**src/game_pkg.sv**
```systemverilog
package game_pkg;

    // raster position from the timing counters
    typedef logic [9:0] raster_t;

    // sprite origin, signed so it can leave the screen on the left or top
    typedef logic signed [10:0] pos_x_t;
    typedef logic signed [9:0]  pos_y_t;

    // per-frame displacement
    typedef logic signed [7:0] vel_t;

    // one 4-bit colour channel of the vga dac
    typedef logic [3:0] chan_t;

    // sprite poses, one renderer each
    typedef enum logic [1:0] {
        walk_a = 2'd0,
        walk_b = 2'd1,
        jump   = 2'd2
    } pose_t;

    // pixels per frame while walking
    localparam int WALK_STEP = 2;
    // pixels per frame while jumping
    localparam int JUMP_STEP = 4;
    // frames going up, and again frames coming down
    localparam int JUMP_HALF_FRAMES = 20;
    // frames between walking pose swaps
    localparam int POSE_SWAP_FRAMES = 8;

endpackage

```
**src/vga_timing.sv**
```systemverilog
`timescale 1ns/1ps

module vga_timing #(
    parameter int H_ACTIVE_END = 639,
    parameter int H_FP_END     = 655,
    parameter int H_SYNC_END   = 751,
    parameter int H_TOTAL_END  = 799,
    parameter int V_ACTIVE_END = 479,
    parameter int V_FP_END     = 489,
    parameter int V_SYNC_END   = 491,
    parameter int V_TOTAL_END  = 520
) (
    input  logic              clk,
    input  logic              reset,
    output game_pkg::raster_t h_count,
    output game_pkg::raster_t v_count,
    output logic              frame_start,
    output logic              hsync,
    output logic              vsync
);
    import game_pkg::*;

    logic h_wrap;
    logic v_wrap;
    logic h_sync_win;
    logic v_sync_win;

    // last pixel of a line, last line of a frame
    assign h_wrap = (h_count == raster_t'(H_TOTAL_END));
    assign v_wrap = (v_count == raster_t'(V_TOTAL_END));

    // sync window lies in blanking, after the front porch
    assign h_sync_win = (h_count > raster_t'(H_ACTIVE_END)) &&
                        (h_count > raster_t'(H_FP_END)) &&
                        (h_count <= raster_t'(H_SYNC_END));
    assign v_sync_win = (v_count > raster_t'(V_ACTIVE_END)) &&
                        (v_count > V_FP_END) &&
                        (v_count <= V_SYNC_END);

    // pixel counter, line counter stepped at end of line
    always_ff @(posedge clk)
    begin
        if (reset)
        begin
            h_count <= '0;
            v_count <= '0;
        end
        else
        begin
            if (h_wrap)
            begin
                h_count <= '0;
                if (v_wrap)
                    v_count <= '0;
                else
                    v_count <= v_count + 1'b1;
            end
            else
            begin
                h_count <= h_count + 1'b1;
            end
        end
    end

    // sync active low, one cycle behind the counters
    // frame_start is high exactly while both counters read 0
    always_ff @(posedge clk)
    begin
        if (reset)
        begin
            hsync       <= 1'b1;
            vsync       <= 1'b1;
            frame_start <= 1'b0;
        end
        else
        begin
            hsync       <= ~h_sync_win;
            vsync       <= ~v_sync_win;
            frame_start <= h_wrap && v_wrap;
        end
    end

endmodule

```
**src/button_edges.sv**
```systemverilog
`timescale 1ns/1ps

module button_edges (
    input  logic clk,
    input  logic reset,
    input  logic jump_raw,
    input  logic right_raw,
    input  logic left_raw,
    input  logic stop_raw,
    output logic jump_press,
    output logic right_press,
    output logic left_press,
    output logic stop_press
);

    // bit order: jump, right, left, stop
    logic [3:0] raw;
    logic [3:0] sync_q1;
    logic [3:0] sync_q2;
    logic [3:0] rise;

    assign raw = {jump_raw, right_raw, left_raw, stop_raw};

    // two flop stages per button
    always_ff @(posedge clk)
    begin
        if (reset)
        begin
            sync_q1 <= '0;
            sync_q2 <= '0;
        end
        else
        begin
            sync_q1 <= raw;
            sync_q2 <= sync_q1;
        end
    end

    // first stage high, second still low: a fresh press
    assign rise = sync_q1 & ~sync_q2;

    assign jump_press  = rise[3];
    assign right_press = rise[2];
    assign left_press  = rise[1];
    assign stop_press  = rise[0];

endmodule

```
**src/jump_control.sv**
```systemverilog
`timescale 1ns/1ps

module jump_control (
    input  logic            clk,
    input  logic            reset,
    input  logic            frame_start,
    input  logic            jump_press,
    output logic            jumping,
    output game_pkg::vel_t  vel_y,
    output game_pkg::pose_t pose
);
    import game_pkg::*;

    // counts 0..2*half, the last value ends the jump
    localparam int JUMP_CNT_W = $clog2(2 * JUMP_HALF_FRAMES + 1);
    localparam int SWAP_CNT_W = (POSE_SWAP_FRAMES > 1) ? $clog2(POSE_SWAP_FRAMES) : 1;

    logic [JUMP_CNT_W-1:0] jump_frames;
    logic [SWAP_CNT_W-1:0] swap_frames;
    logic                  jump_done;
    logic                  swap_now;

    // jump flag; presses while airborne are ignored
    always_ff @(posedge clk)
    begin
        if (reset)
            jumping <= 1'b0;
        else if (jump_done)
            jumping <= 1'b0;
        else if (jump_press)
            jumping <= 1'b1;
    end

    // rise phase, fall phase, then land
    always_ff @(posedge clk)
    begin
        if (reset)
        begin
            jump_frames <= '0;
            vel_y       <= '0;
            jump_done   <= 1'b0;
        end
        else
        begin
            jump_done <= 1'b0;
            if (!jumping)
            begin
                jump_frames <= '0;
                vel_y       <= '0;
            end
            else if (frame_start)
            begin
                if (jump_frames < JUMP_HALF_FRAMES)
                begin
                    // screen y grows downwards, so up is negative
                    jump_frames <= jump_frames + 1'b1;
                    vel_y       <= vel_t'(-JUMP_STEP);
                end
                else if (jump_frames < 2 * JUMP_HALF_FRAMES)
                begin
                    jump_frames <= jump_frames + 1'b1;
                    vel_y       <= vel_t'(JUMP_STEP);
                end
                else
                begin
                    jump_frames <= '0;
                    vel_y       <= '0;
                    jump_done   <= 1'b1;
                end
            end
        end
    end

    // frame counter modulo the swap period
    always_ff @(posedge clk)
    begin
        if (reset)
            swap_frames <= '0;
        else if (frame_start)
        begin
            if (swap_frames == SWAP_CNT_W'(POSE_SWAP_FRAMES - 1))
                swap_frames <= '0;
            else
                swap_frames <= swap_frames + 1'b1;
        end
    end

    assign swap_now = frame_start && (swap_frames == '0);

    // pose pick; landing forces walk_a
    always_ff @(posedge clk)
    begin
        if (reset)
            pose <= walk_a;
        else if (jump_done)
            pose <= walk_a;
        else if (swap_now)
        begin
            if (jumping)
                pose <= jump;
            else if (pose == walk_a)
                pose <= walk_b;
            else
                pose <= walk_a;
        end
    end

endmodule

```
**src/sprite_motion.sv**
```systemverilog
`timescale 1ns/1ps

module sprite_motion #(
    parameter int START_LEFT = 300,
    parameter int START_TOP  = 250
) (
    input  logic             clk,
    input  logic             reset,
    input  logic             frame_start,
    input  logic             right_press,
    input  logic             left_press,
    input  logic             stop_press,
    input  game_pkg::vel_t   vel_y,
    output game_pkg::pos_x_t left,
    output game_pkg::pos_y_t top
);
    import game_pkg::*;

    vel_t vel_x;

    // walking direction, latched from the last press
    // right wins over left, left over stop
    always_ff @(posedge clk)
    begin
        if (reset)
            vel_x <= '0;
        else if (right_press)
            vel_x <= vel_t'(WALK_STEP);
        else if (left_press)
            vel_x <= vel_t'(-WALK_STEP);
        else if (stop_press)
            vel_x <= '0;
    end

    // position moves once per frame, at the raster origin
    // vel_y is sampled before jump_control updates it
    always_ff @(posedge clk)
    begin
        if (reset)
        begin
            left <= pos_x_t'(START_LEFT);
            top  <= pos_y_t'(START_TOP);
        end
        else if (frame_start)
        begin
            // signed operands, velocity sign-extends
            left <= left + pos_x_t'(vel_x);
            top  <= top + pos_y_t'(vel_y);
        end
    end

endmodule

```
**src/sprite_render.sv**
```systemverilog
`timescale 1ns/1ps

module sprite_render #(
    parameter int          SPRITE_SIZE  = 40,
    parameter int          H_ACTIVE_END = 639,
    parameter int          V_ACTIVE_END = 479,
    parameter logic [11:0] COLOR        = 12'hfff
) (
    input  logic              clk,
    input  logic              reset,
    input  logic              visible,
    input  game_pkg::raster_t h_count,
    input  game_pkg::raster_t v_count,
    input  game_pkg::pos_x_t  left,
    input  game_pkg::pos_y_t  top,
    output logic              valid,
    output game_pkg::chan_t   red,
    output game_pkg::chan_t   grn,
    output game_pkg::chan_t   blu
);

    // 12-bit signed so left+size cannot wrap
    localparam logic signed [11:0] SIZE_S = 12'(SPRITE_SIZE);

    logic signed [11:0] col_s;
    logic signed [11:0] row_s;
    logic signed [11:0] left_s;
    logic signed [11:0] top_s;
    logic               in_active;
    logic               in_box;
    logic               hit;

    assign col_s  = $signed({2'b00, h_count});
    assign row_s  = $signed({2'b00, v_count});
    // sign-extended origin
    assign left_s = {left[10], left};
    assign top_s  = {{2{top[9]}}, top};

    assign in_active = (h_count <= H_ACTIVE_END) && (v_count <= V_ACTIVE_END);

    // half-open box [left, left+size) x [top, top+size)
    assign in_box = (col_s >= left_s) && (col_s < left_s + SIZE_S) &&
                    (row_s >= top_s) && (row_s < top_s + SIZE_S);

    assign hit = visible && in_active && in_box;

    always_ff @(posedge clk)
    begin
        if (reset)
            valid <= 1'b0;
        else
            valid <= hit;
    end

    // solid square in the pose colour, black elsewhere
    always_ff @(posedge clk)
    begin
        red <= hit ? COLOR[11:8] : 4'h0;
        grn <= hit ? COLOR[7:4]  : 4'h0;
        blu <= hit ? COLOR[3:0]  : 4'h0;
    end

endmodule

```
**src/sprite_game_top.sv**
```systemverilog
`timescale 1ns/1ps

module sprite_game_top #(
    parameter int          H_ACTIVE_END = 639,
    parameter int          H_FP_END     = 655,
    parameter int          H_SYNC_END   = 751,
    parameter int          H_TOTAL_END  = 799,
    parameter int          V_ACTIVE_END = 479,
    parameter int          V_FP_END     = 489,
    parameter int          V_SYNC_END   = 491,
    parameter int          V_TOTAL_END  = 520,
    parameter int          START_LEFT   = 300,
    parameter int          START_TOP    = 250,
    parameter int          SPRITE_SIZE  = 40,
    parameter logic [11:0] WALK_A_COLOR = 12'hf80,
    parameter logic [11:0] WALK_B_COLOR = 12'h0f8,
    parameter logic [11:0] JUMP_COLOR   = 12'h8af
) (
    input  logic            clk,
    input  logic            reset,
    input  logic            jump_raw,
    input  logic            right_raw,
    input  logic            left_raw,
    input  logic            stop_raw,
    output logic            vga_hs,
    output logic            vga_vs,
    output game_pkg::chan_t vga_r,
    output game_pkg::chan_t vga_g,
    output game_pkg::chan_t vga_b,
    output logic            jumping
);
    import game_pkg::*;

    raster_t h_count;
    raster_t v_count;
    logic    frame_start;
    logic    jump_press;
    logic    right_press;
    logic    left_press;
    logic    stop_press;
    vel_t    vel_y;
    pose_t   pose;
    pos_x_t  sprite_left;
    pos_y_t  sprite_top;

    // one visible bit per renderer
    logic    walk_a_vis;
    logic    walk_b_vis;
    logic    jump_vis;

    logic    walk_a_valid;
    logic    walk_b_valid;
    logic    jump_valid;
    chan_t   walk_a_red;
    chan_t   walk_a_grn;
    chan_t   walk_a_blu;
    chan_t   walk_b_red;
    chan_t   walk_b_grn;
    chan_t   walk_b_blu;
    chan_t   jump_red;
    chan_t   jump_grn;
    chan_t   jump_blu;

    vga_timing #(
        .H_ACTIVE_END (H_ACTIVE_END),
        .H_FP_END     (H_FP_END),
        .H_SYNC_END   (H_SYNC_END),
        .H_TOTAL_END  (H_TOTAL_END),
        .V_ACTIVE_END (V_ACTIVE_END),
        .V_FP_END     (V_FP_END),
        .V_SYNC_END   (V_SYNC_END),
        .V_TOTAL_END  (V_TOTAL_END)
    ) u_vga_timing (
        .clk         (clk),
        .reset       (reset),
        .h_count     (h_count),
        .v_count     (v_count),
        .frame_start (frame_start),
        .hsync       (vga_hs),
        .vsync       (vga_vs)
    );

    button_edges u_button_edges (
        .clk         (clk),
        .reset       (reset),
        .jump_raw    (jump_raw),
        .right_raw   (right_raw),
        .left_raw    (left_raw),
        .stop_raw    (stop_raw),
        .jump_press  (jump_press),
        .right_press (right_press),
        .left_press  (left_press),
        .stop_press  (stop_press)
    );

    jump_control u_jump_control (
        .clk         (clk),
        .reset       (reset),
        .frame_start (frame_start),
        .jump_press  (jump_press),
        .jumping     (jumping),
        .vel_y       (vel_y),
        .pose        (pose)
    );

    sprite_motion #(
        .START_LEFT (START_LEFT),
        .START_TOP  (START_TOP)
    ) u_sprite_motion (
        .clk         (clk),
        .reset       (reset),
        .frame_start (frame_start),
        .right_press (right_press),
        .left_press  (left_press),
        .stop_press  (stop_press),
        .vel_y       (vel_y),
        .left        (sprite_left),
        .top         (sprite_top)
    );

    // pose decode
    assign walk_a_vis = (pose == walk_a);
    assign walk_b_vis = (pose == walk_b);
    assign jump_vis   = (pose == jump);

    // all three poses share one position
    sprite_render #(
        .SPRITE_SIZE  (SPRITE_SIZE),
        .H_ACTIVE_END (H_ACTIVE_END),
        .V_ACTIVE_END (V_ACTIVE_END),
        .COLOR        (WALK_A_COLOR)
    ) u_walk_a (
        .clk     (clk),
        .reset   (reset),
        .visible (walk_a_vis),
        .h_count (h_count),
        .v_count (v_count),
        .left    (sprite_left),
        .top     (sprite_top),
        .valid   (walk_a_valid),
        .red     (walk_a_red),
        .grn     (walk_a_grn),
        .blu     (walk_a_blu)
    );

    sprite_render #(
        .SPRITE_SIZE  (SPRITE_SIZE),
        .H_ACTIVE_END (H_ACTIVE_END),
        .V_ACTIVE_END (V_ACTIVE_END),
        .COLOR        (WALK_B_COLOR)
    ) u_walk_b (
        .clk     (clk),
        .reset   (reset),
        .visible (walk_b_vis),
        .h_count (h_count),
        .v_count (v_count),
        .left    (sprite_left),
        .top     (sprite_top),
        .valid   (walk_b_valid),
        .red     (walk_b_red),
        .grn     (walk_b_grn),
        .blu     (walk_b_blu)
    );

    sprite_render #(
        .SPRITE_SIZE  (SPRITE_SIZE),
        .H_ACTIVE_END (H_ACTIVE_END),
        .V_ACTIVE_END (V_ACTIVE_END),
        .COLOR        (JUMP_COLOR)
    ) u_jump (
        .clk     (clk),
        .reset   (reset),
        .visible (jump_vis),
        .h_count (h_count),
        .v_count (v_count),
        .left    (sprite_left),
        .top     (sprite_top),
        .valid   (jump_valid),
        .red     (jump_red),
        .grn     (jump_grn),
        .blu     (jump_blu)
    );

    // fixed priority: jump over walk_b over walk_a, black background
    always_comb
    begin
        if (jump_valid)
        begin
            vga_r = jump_red;
            vga_g = jump_grn;
            vga_b = jump_blu;
        end
        else if (walk_b_valid)
        begin
            vga_r = walk_b_red;
            vga_g = walk_b_grn;
            vga_b = walk_b_blu;
        end
        else if (walk_a_valid)
        begin
            vga_r = walk_a_red;
            vga_g = walk_a_grn;
            vga_b = walk_a_blu;
        end
        else
        begin
            vga_r = '0;
            vga_g = '0;
            vga_b = '0;
        end
    end

endmodule

```
**config.mk**
```make
export PLATFORM = sky130hd
export DESIGN_NAME = sprite_game_top
export DESIGN_NICKNAME = d
export VERILOG_FILES = /design/src/game_pkg.sv /design/src/vga_timing.sv /design/src/button_edges.sv /design/src/jump_control.sv /design/src/sprite_motion.sv /design/src/sprite_render.sv /design/src/sprite_game_top.sv
export SDC_FILE = /design/constraint.sdc
export NUM_CORES = 1
export LEC_CHECK = 0
export BUFFER_PORTS_ARGS = -buffer_cell sky130_fd_sc_hd__clkbuf_2
export CAP_MARGIN = 10
export CORE_ASPECT_RATIO = 2
export CORE_MARGIN = 3
export CORE_UTILIZATION = 30
export DETAILED_ROUTE_END_ITERATION = 7
export SLEW_MARGIN = 0
export SYNTH_ARGS = -nofsm -noshare
export SYNTH_HDL_FRONTEND = slang
export SYNTH_HIERARCHICAL = 1
export SYNTH_SLANG_ARGS = --single-unit
```
**constraint.sdc**
```tcl
create_clock -name clk -period 2.62 [get_ports clk]
set_input_delay 0.524 -clock clk [delete_from_list [all_inputs] [get_ports clk]]
set_output_delay 0.524 -clock clk [all_outputs]
set_load 0.005 [all_outputs]
```
==> out/metrics.yaml, run 1 <==
outcome: "finished clean"
rrSetupSlack_ns: 0.13
rsz0062_at_grt: "no"
cts_hold_buf: 0
max_stage_delay_ns: 0.47
clock.fmax_mhz: 402
worstSetupStartpoint: "u_sprite_motion/left[3]"
cp.arrival_ns: 2.78
synth_ff_type: "dfxtp_1"
yosys-top-cells-count: "ha_1 (137), inv_1 (102), a21oi_1 (91)"
synth_top_area_share_pct: 22.0
hold_violations: 0
hp-class: "in -> reg"
worstMarginPinSlew_ns: 0.696
cts_tree: "built"
start_util_pct: 30.7
period_needed_ns: 2.49
finalNetCount: 1142
leakage_nw: 3.82
ant_nets: 0
fin_cells: 1338
rr_worst_depth: 9
dr.pass1.iters: 4
clk_latency_ns: 0.36
power_mw: 2.85
die_area_mm2: 0.0280
synth_cell_types: 74
grt_pass1_vias: 6982
path_max_fanout: 7
end_kind: "register"
grt_use_total_pct: 15.9
totalWireLength_mm: 21.7
synth_top_cell_by_area: "ha_1"
dp.cells: 1322
num_rows: 82
io_pins: 21
cellPowerDensity_mw_per_mm2: 333
grt-ovfl-total: 0
drt_iter0_markers: 206
numCtsBuffers: 9
worstPathRequired_ns: 2.92
path_cells: "ha_1 > o21ai_2 > or3_4 > xnor2_1 > ha_1 > a2111oi_1 > o31a_1 > o22a_1 > and4_1"
die_w_um: 120
area_delta_synth_final_pct: 9.83
maxCapViolations: 0
gp_congestion: 0.980
period_share_pct: 94.9
crit_slowest_cell: "dfxtp_1"
drc: 0
drv_slew: 0
antenna_found_initial: 0
grt_pass1_wl_mm: 35.0
ir_drop_uv: 213
die_y_um: 234
grt_start_max_net_pins: 33
slew-limit-headroom_pct: 53.1
synth_edf_count: 0
port_buffers: 20
async_flop_share_pct: 0
finalSetupViolCount: 0
clock_path_buffers: 2
syn_inst: 973
drive_gt1_share_pct: 9.98
crit_type: "reg -> reg"
yosysMostFrequentCell: "ha_1"
cts-root-buf: "clkbuf_16"
cts_sinks: 74
post_cts_buffers: 0
cp-start-kind: "register"
synthTopCellsByArea: "ha_1 (22%), dfxtp_1 (19%), a21oi_1 (5.9%)"
clkTransAtPathRegs_ns: 0.06
syn_area_mm2: 0.00778
avgRoutedWirePerCell_um: 16.2
cp-endpoint: "u_walk_a/valid"
synth_area_per_cell_um2: 7.99
synth_seq_cells: 74
diodes: 0
cts_resized: 0
finClkSkew_ns: 0.0135
dp_hpwl_mm: 17.5
fin_tns_setup_ns: 0
ys_seq_area_share_pct: 19.1
reg2reg_to: "u_walk_a/valid"
via_count: 6926
core_area_mm2: 0.0253
worstReg2RegStart: "u_sprite_motion/left[3]"
ctsHtreeMaxLevel: 3
synth_warnings: 6
via_per_inst: 5.18
crit_path_frequent_cell: "ha_1"
-- cells in the final DEF, fill, tap and decap left out, types with 5 or more instances in the layout --
cell / synthesis / final
ha_1: 137 / 137
inv_1: 102 / 102
a21oi_1: 91 / 91
dfxtp_1: 74 / 72
nor2_1: 68 / 68
nand2_1: 47 / 47
o21ai_0: 39 / 39
xnor2_1: 37 / 37
nor2b_1: 36 / 36
buf_4: 42 / 34
nand3_1: 27 / 27
nand4_1: 25 / 25
conb_1: 5 / 22
clkbuf_2: 2 / 20
nor3_1: 20 / 20
xor2_1: 17 / 17
nand3b_1: 15 / 15
a211oi_1: 14 / 14
o21a_1: 11 / 11
clkbuf_16: 0 / 9
o2111ai_1: 9 / 9
nor4_1: 9 / 9
a21o_1: 8 / 8
mux2i_1: 8 / 8
o31ai_1: 7 / 7
nand2b_1: 7 / 7
and4_1: 7 / 7
or3_1: 5 / 5
-- worst min-delay path by stage --
stage | slack [ns] | endpoint | startpoint | cells past startpoint
2_1_floorplan | 0.43 | u_jump_control/pose[0] | u_jump_control/jump_done | 1
3_3_place_gp | 0.44 | u_button_edges/sync_q2[3] | u_button_edges/sync_q1[3] | 1
3_5_place_dp | 0.46 | u_button_edges/sync_q2[2] | u_button_edges/sync_q1[2] | 1
4_1_cts | 0.35 | u_button_edges/sync_q1[3] | jump_raw | 2
5_1_grt | 0.38 | u_button_edges/sync_q1[3] | jump_raw | 2
6_report | 0.38 | u_button_edges/sync_q1[3] | jump_raw | 2
-- kinds of logic (layout without fill, tap and decap cells) --
kind of cell	after synthesis	count (layout)	share of synthesized area [%]
AND/OR/NAND/NOR	294	294	20.9
AO/OA/AOI/OAI	237	237	19.8
buffers and inverters	160	172	9.98
adder cells (fa/ha/maj)	139	139	22.6
flip-flops	74	74	19.1
XOR/XNOR	54	54	6.08
multiplexers	10	10	1.37
other	5	22	0.241
-- per-layer routing --
layer / vias up / wire (µm) / global-route usage (%)
li1: 3477 / - / -
met1: 3219 / 7700 / 14.8
met2: 159 / 11700 / 30.4
met3: 71 / 556 / 2.47
met4: 0 / 1720 / 12.0
met5: - / 0 / 0
-- critical path: cells and delay by family (launching register included) --
family	cells	cell delay, ns
AND/OR/NAND/NOR	2	0.55
flip-flops	1	0.47
adder cells (fa/ha/maj)	2	0.45
XOR/XNOR	1	0.14
AO/OA/AOI/OAI	4	0.83
-- final cells by class --
cell class                 count  area (µm²)
fill                        2697       16800
multi-input combinational    756        5590
sequential                    74        1480
tap                          336         420
inverter                     102         383
timing repair buffer          54         355
clock buffer                  12         236
clock inverter                 4        76.3
-- report_power, final --
part | switching [mW] | internal (mW) | leakage, nW
combinational | 0.190 | 0.118 | 3.07
clock | 0.532 | 0.837 | 0.147
sequential | 0.0266 | 1.14 | 0.600
-- registers in the layout, indices dropped and copies added, names as in the netlist, 2 cells and up --
signal	cells
u_jump_control/jump_frames	6
u_jump_control/swap_frames	3
u_jump_control/pose	2
u_vga_timing/h_count	10
u_button_edges/sync_q1	4
u_jump_control/vel_y	2
u_sprite_motion/left	10
u_sprite_motion/vel_x	2
u_button_edges/sync_q2	4
u_vga_timing/v_count	10
u_sprite_motion/top	10
-- through the flow --
stage / cell area, µm² / hold WS [ns] / setup WS (ns) / utilization [%]
global route: 8540 / 0.378 / 0.00512 / 33.7
CTS: 8540 / 0.353 / 0.126 / 33.7
global placement: 8220 / 0.440 / 0.206 / 32.4
finish: 8540 / 0.375 / 0.133 / 33.7
floorplan: 7840 / 0.429 / 0.244 / -
detailed placement: 8220 / 0.455 / 0.136 / 32.4
(Power assumes the default switching activity.)
==> inputs of run 2 (changes only) <==
Settings changed: CELL_PAD_IN_SITES_DETAIL_PLACEMENT set to 1, CELL_PAD_IN_SITES_GLOBAL_PLACEMENT set to 1, PLACE_DENSITY_LB_ADDON set to 0.1.
==> out/metrics.yaml, run 2 (synthesis results as in run 1) <==
outcome: "finished clean"
wl_met3_um: 431  # -22%
seqPwrFrac_pct: 41.3  # +0.2 points
layout_commonest_cell: "ha_1"
grt_use_total_pct: 18.8  # +2.9 points
p_sw_mw: 0.753  # +0.47%
grt-ovfl-total: 0  # unchanged
hold_violations: 0  # unchanged
period_needed_ns: 2.42  # -0.0637 ns
port_buffers: 20  # unchanged
via_per_inst: 5.14  # -0.63%
totalWireLength_mm: 25.2  # +16%
gp_congestion: 0.835  # -15%
switching_share_pct: 26.5  # +0.18 points
ctsHtreeMaxLevel: 3  # unchanged
cp.arrival_ns: 2.72  # -0.06 ns
worstPathRequired_ns: 2.92  # about the same
hold_slack_ns: 0.371  # -0.00437 ns
clkPwrFrac_pct: 47.8  # -0.3 points
die_y_um: 234  # unchanged
worstReg2RegStart: "u_sprite_motion/top[5]"
leakage_nw: 3.89  # +1.8%
hp-class: "in -> reg"
maxCapViolations: 0  # unchanged
path_max_fanout: 10  # +3
drc: 0  # unchanged
worstMarginPinSlew_ns: 0.760  # +0.0637 ns
wl_met2_mm: 14.7  # +25%
fillers: 3110  # +15%
num_rows: 82  # unchanged
slew-limit-headroom_pct: 49.3  # -3.8 points
clk_latency_ns: 0.36  # about the same
finalNetCount: 1155  # +1.1%
crit_type: "reg -> reg"
cellPowerDensity_mw_per_mm2: 329  # -1.5%
antenna_found_initial: 0  # unchanged
end_kind: "register"
drv_slew: 0  # unchanged
area_delta_synth_final_pct: 11.2
start_util_pct: 30.7  # unchanged
dr.max_layer_used: "met4"
cts-root-buf: "clkbuf_16"
comb_power_share_pct: 10.8  # about the same
wl_met1_mm: 8.98  # +17%
via_count: 6944  # +0.26%
core_area_mm2: 0.0253  # unchanged
post_cts_buffers: 0  # unchanged
ant_nets: 0  # unchanged
hp-start: "stop_raw"
ir_drop_uv: 358  # +68%
dr.pass1.iters: 4  # unchanged
io_pins: 21  # unchanged
fin_tns_setup_ns: 0  # unchanged
clock.fmax_mhz: 413  # +2.6%
grt_start_max_net_pins: 25  # -24%
cts_tree: "built"
period_share_pct: 92.5  # -2.4 points
cts_resized: 0  # unchanged
layout_common_cells: "ha_1 (136), inv_1 (102), a21oi_1 (91)"
finClkSkew_ns: 0.00935  # -0.00413 ns
avgRoutedWirePerCell_um: 18.7  # +15%
worstSetupStartpoint: "u_sprite_motion/top[5]"
finalSetupViolCount: 0  # unchanged
die_w_um: 120  # unchanged
cp-start-kind: "register"
die_area_mm2: 0.0280  # unchanged
cts_hold_buf: 0  # unchanged
cts_sinks: 74  # unchanged
grt_pass1_wl_mm: 40.3  # +15%
power_mw: 2.84  # -0.23%
dp_hpwl_mm: 21.0  # +20%
numCtsBuffers: 9  # unchanged
p_int_mw: 2.09  # -0.47%
drive_gt1_share_pct: 11.8  # +1.9 points
diodes: 0  # unchanged
clkTransAtPathRegs_ns: 0.06  # about the same
grt_pass1_vias: 7484  # +7.2%
clock_path_buffers: 2  # unchanged
drt_iter0_markers: 236  # +15%
## run 2: cell types whose count changed in the layout (fill, tap and decap cells not counted), sizes merged
cell,delta
clkbuf,-3
buf,+13
clkinv,+2
## run 2: final cells by class
type                    count  area (µm²)  area share [%]
inverters                 102         383            4.43
clock buffers               9         225            2.60
clock inverters             6        82.6           0.955
well taps                 336         420            4.86
repair buffers             67         453            5.24
flip-flops and latches     74        1490            17.2
multi-input cells         756        5600            64.7
## run 2: worst max-delay path, stage by stage (launching register included)
cell and delay (ns):
dfxtp_1 0.57, o2111ai_1 0.20, xnor2_1 0.18, ha_1 0.19
a2111oi_1 0.35, o2111ai_1 0.17, a221o_1 0.33, nor3_2 0.16
and4_1 0.19
## run 2: worst paths after layout
kind	endpoint	slack, ns	cells after the start
max	u_jump/valid	0.20	8
min	u_button_edges/sync_q1[0]	0.37	2
max reg2reg	u_jump/valid	0.20	8
min reg2reg	u_button_edges/sync_q2[1]	0.46	1
## run 2: routing by layer
metal | global-route usage, % | vias up
met2 | 38.8 | 63
li1 | - | 3496
met5 | 0 | -
met4 | 9.18 | 0
met1 | 17.5 | 3357
met3 | 2.45 | 28
## run 2: power groups by stage
| stage | logic, mW | registers (mW) | clock network [mW] |
|---|---|---|---|
| after floorplan | 0.211 | 1.19 | 0 |
| after global placement | 0.308 | 1.20 | 0 |
| after detailed placement | 0.310 | 1.20 | 0 |
| after CTS | 0.313 | 1.18 | 1.42 |
| after global routing | 0.348 | 1.18 | 1.45 |
| final | 0.308 | 1.17 | 1.36 |
## run 2: stage by stage
stage	cell area (µm²)	std cells	setup slack [ns]	util, %
floorplan	7840	990	0.244	-
CTS	8630	1350	0.108	34.0
detailed placement	8320	1335	0.116	32.8
finish	8650	1350	0.197	34.1
global route	8650	1350	-0.0125	34.1
global placement	8320	1335	0.191	32.8
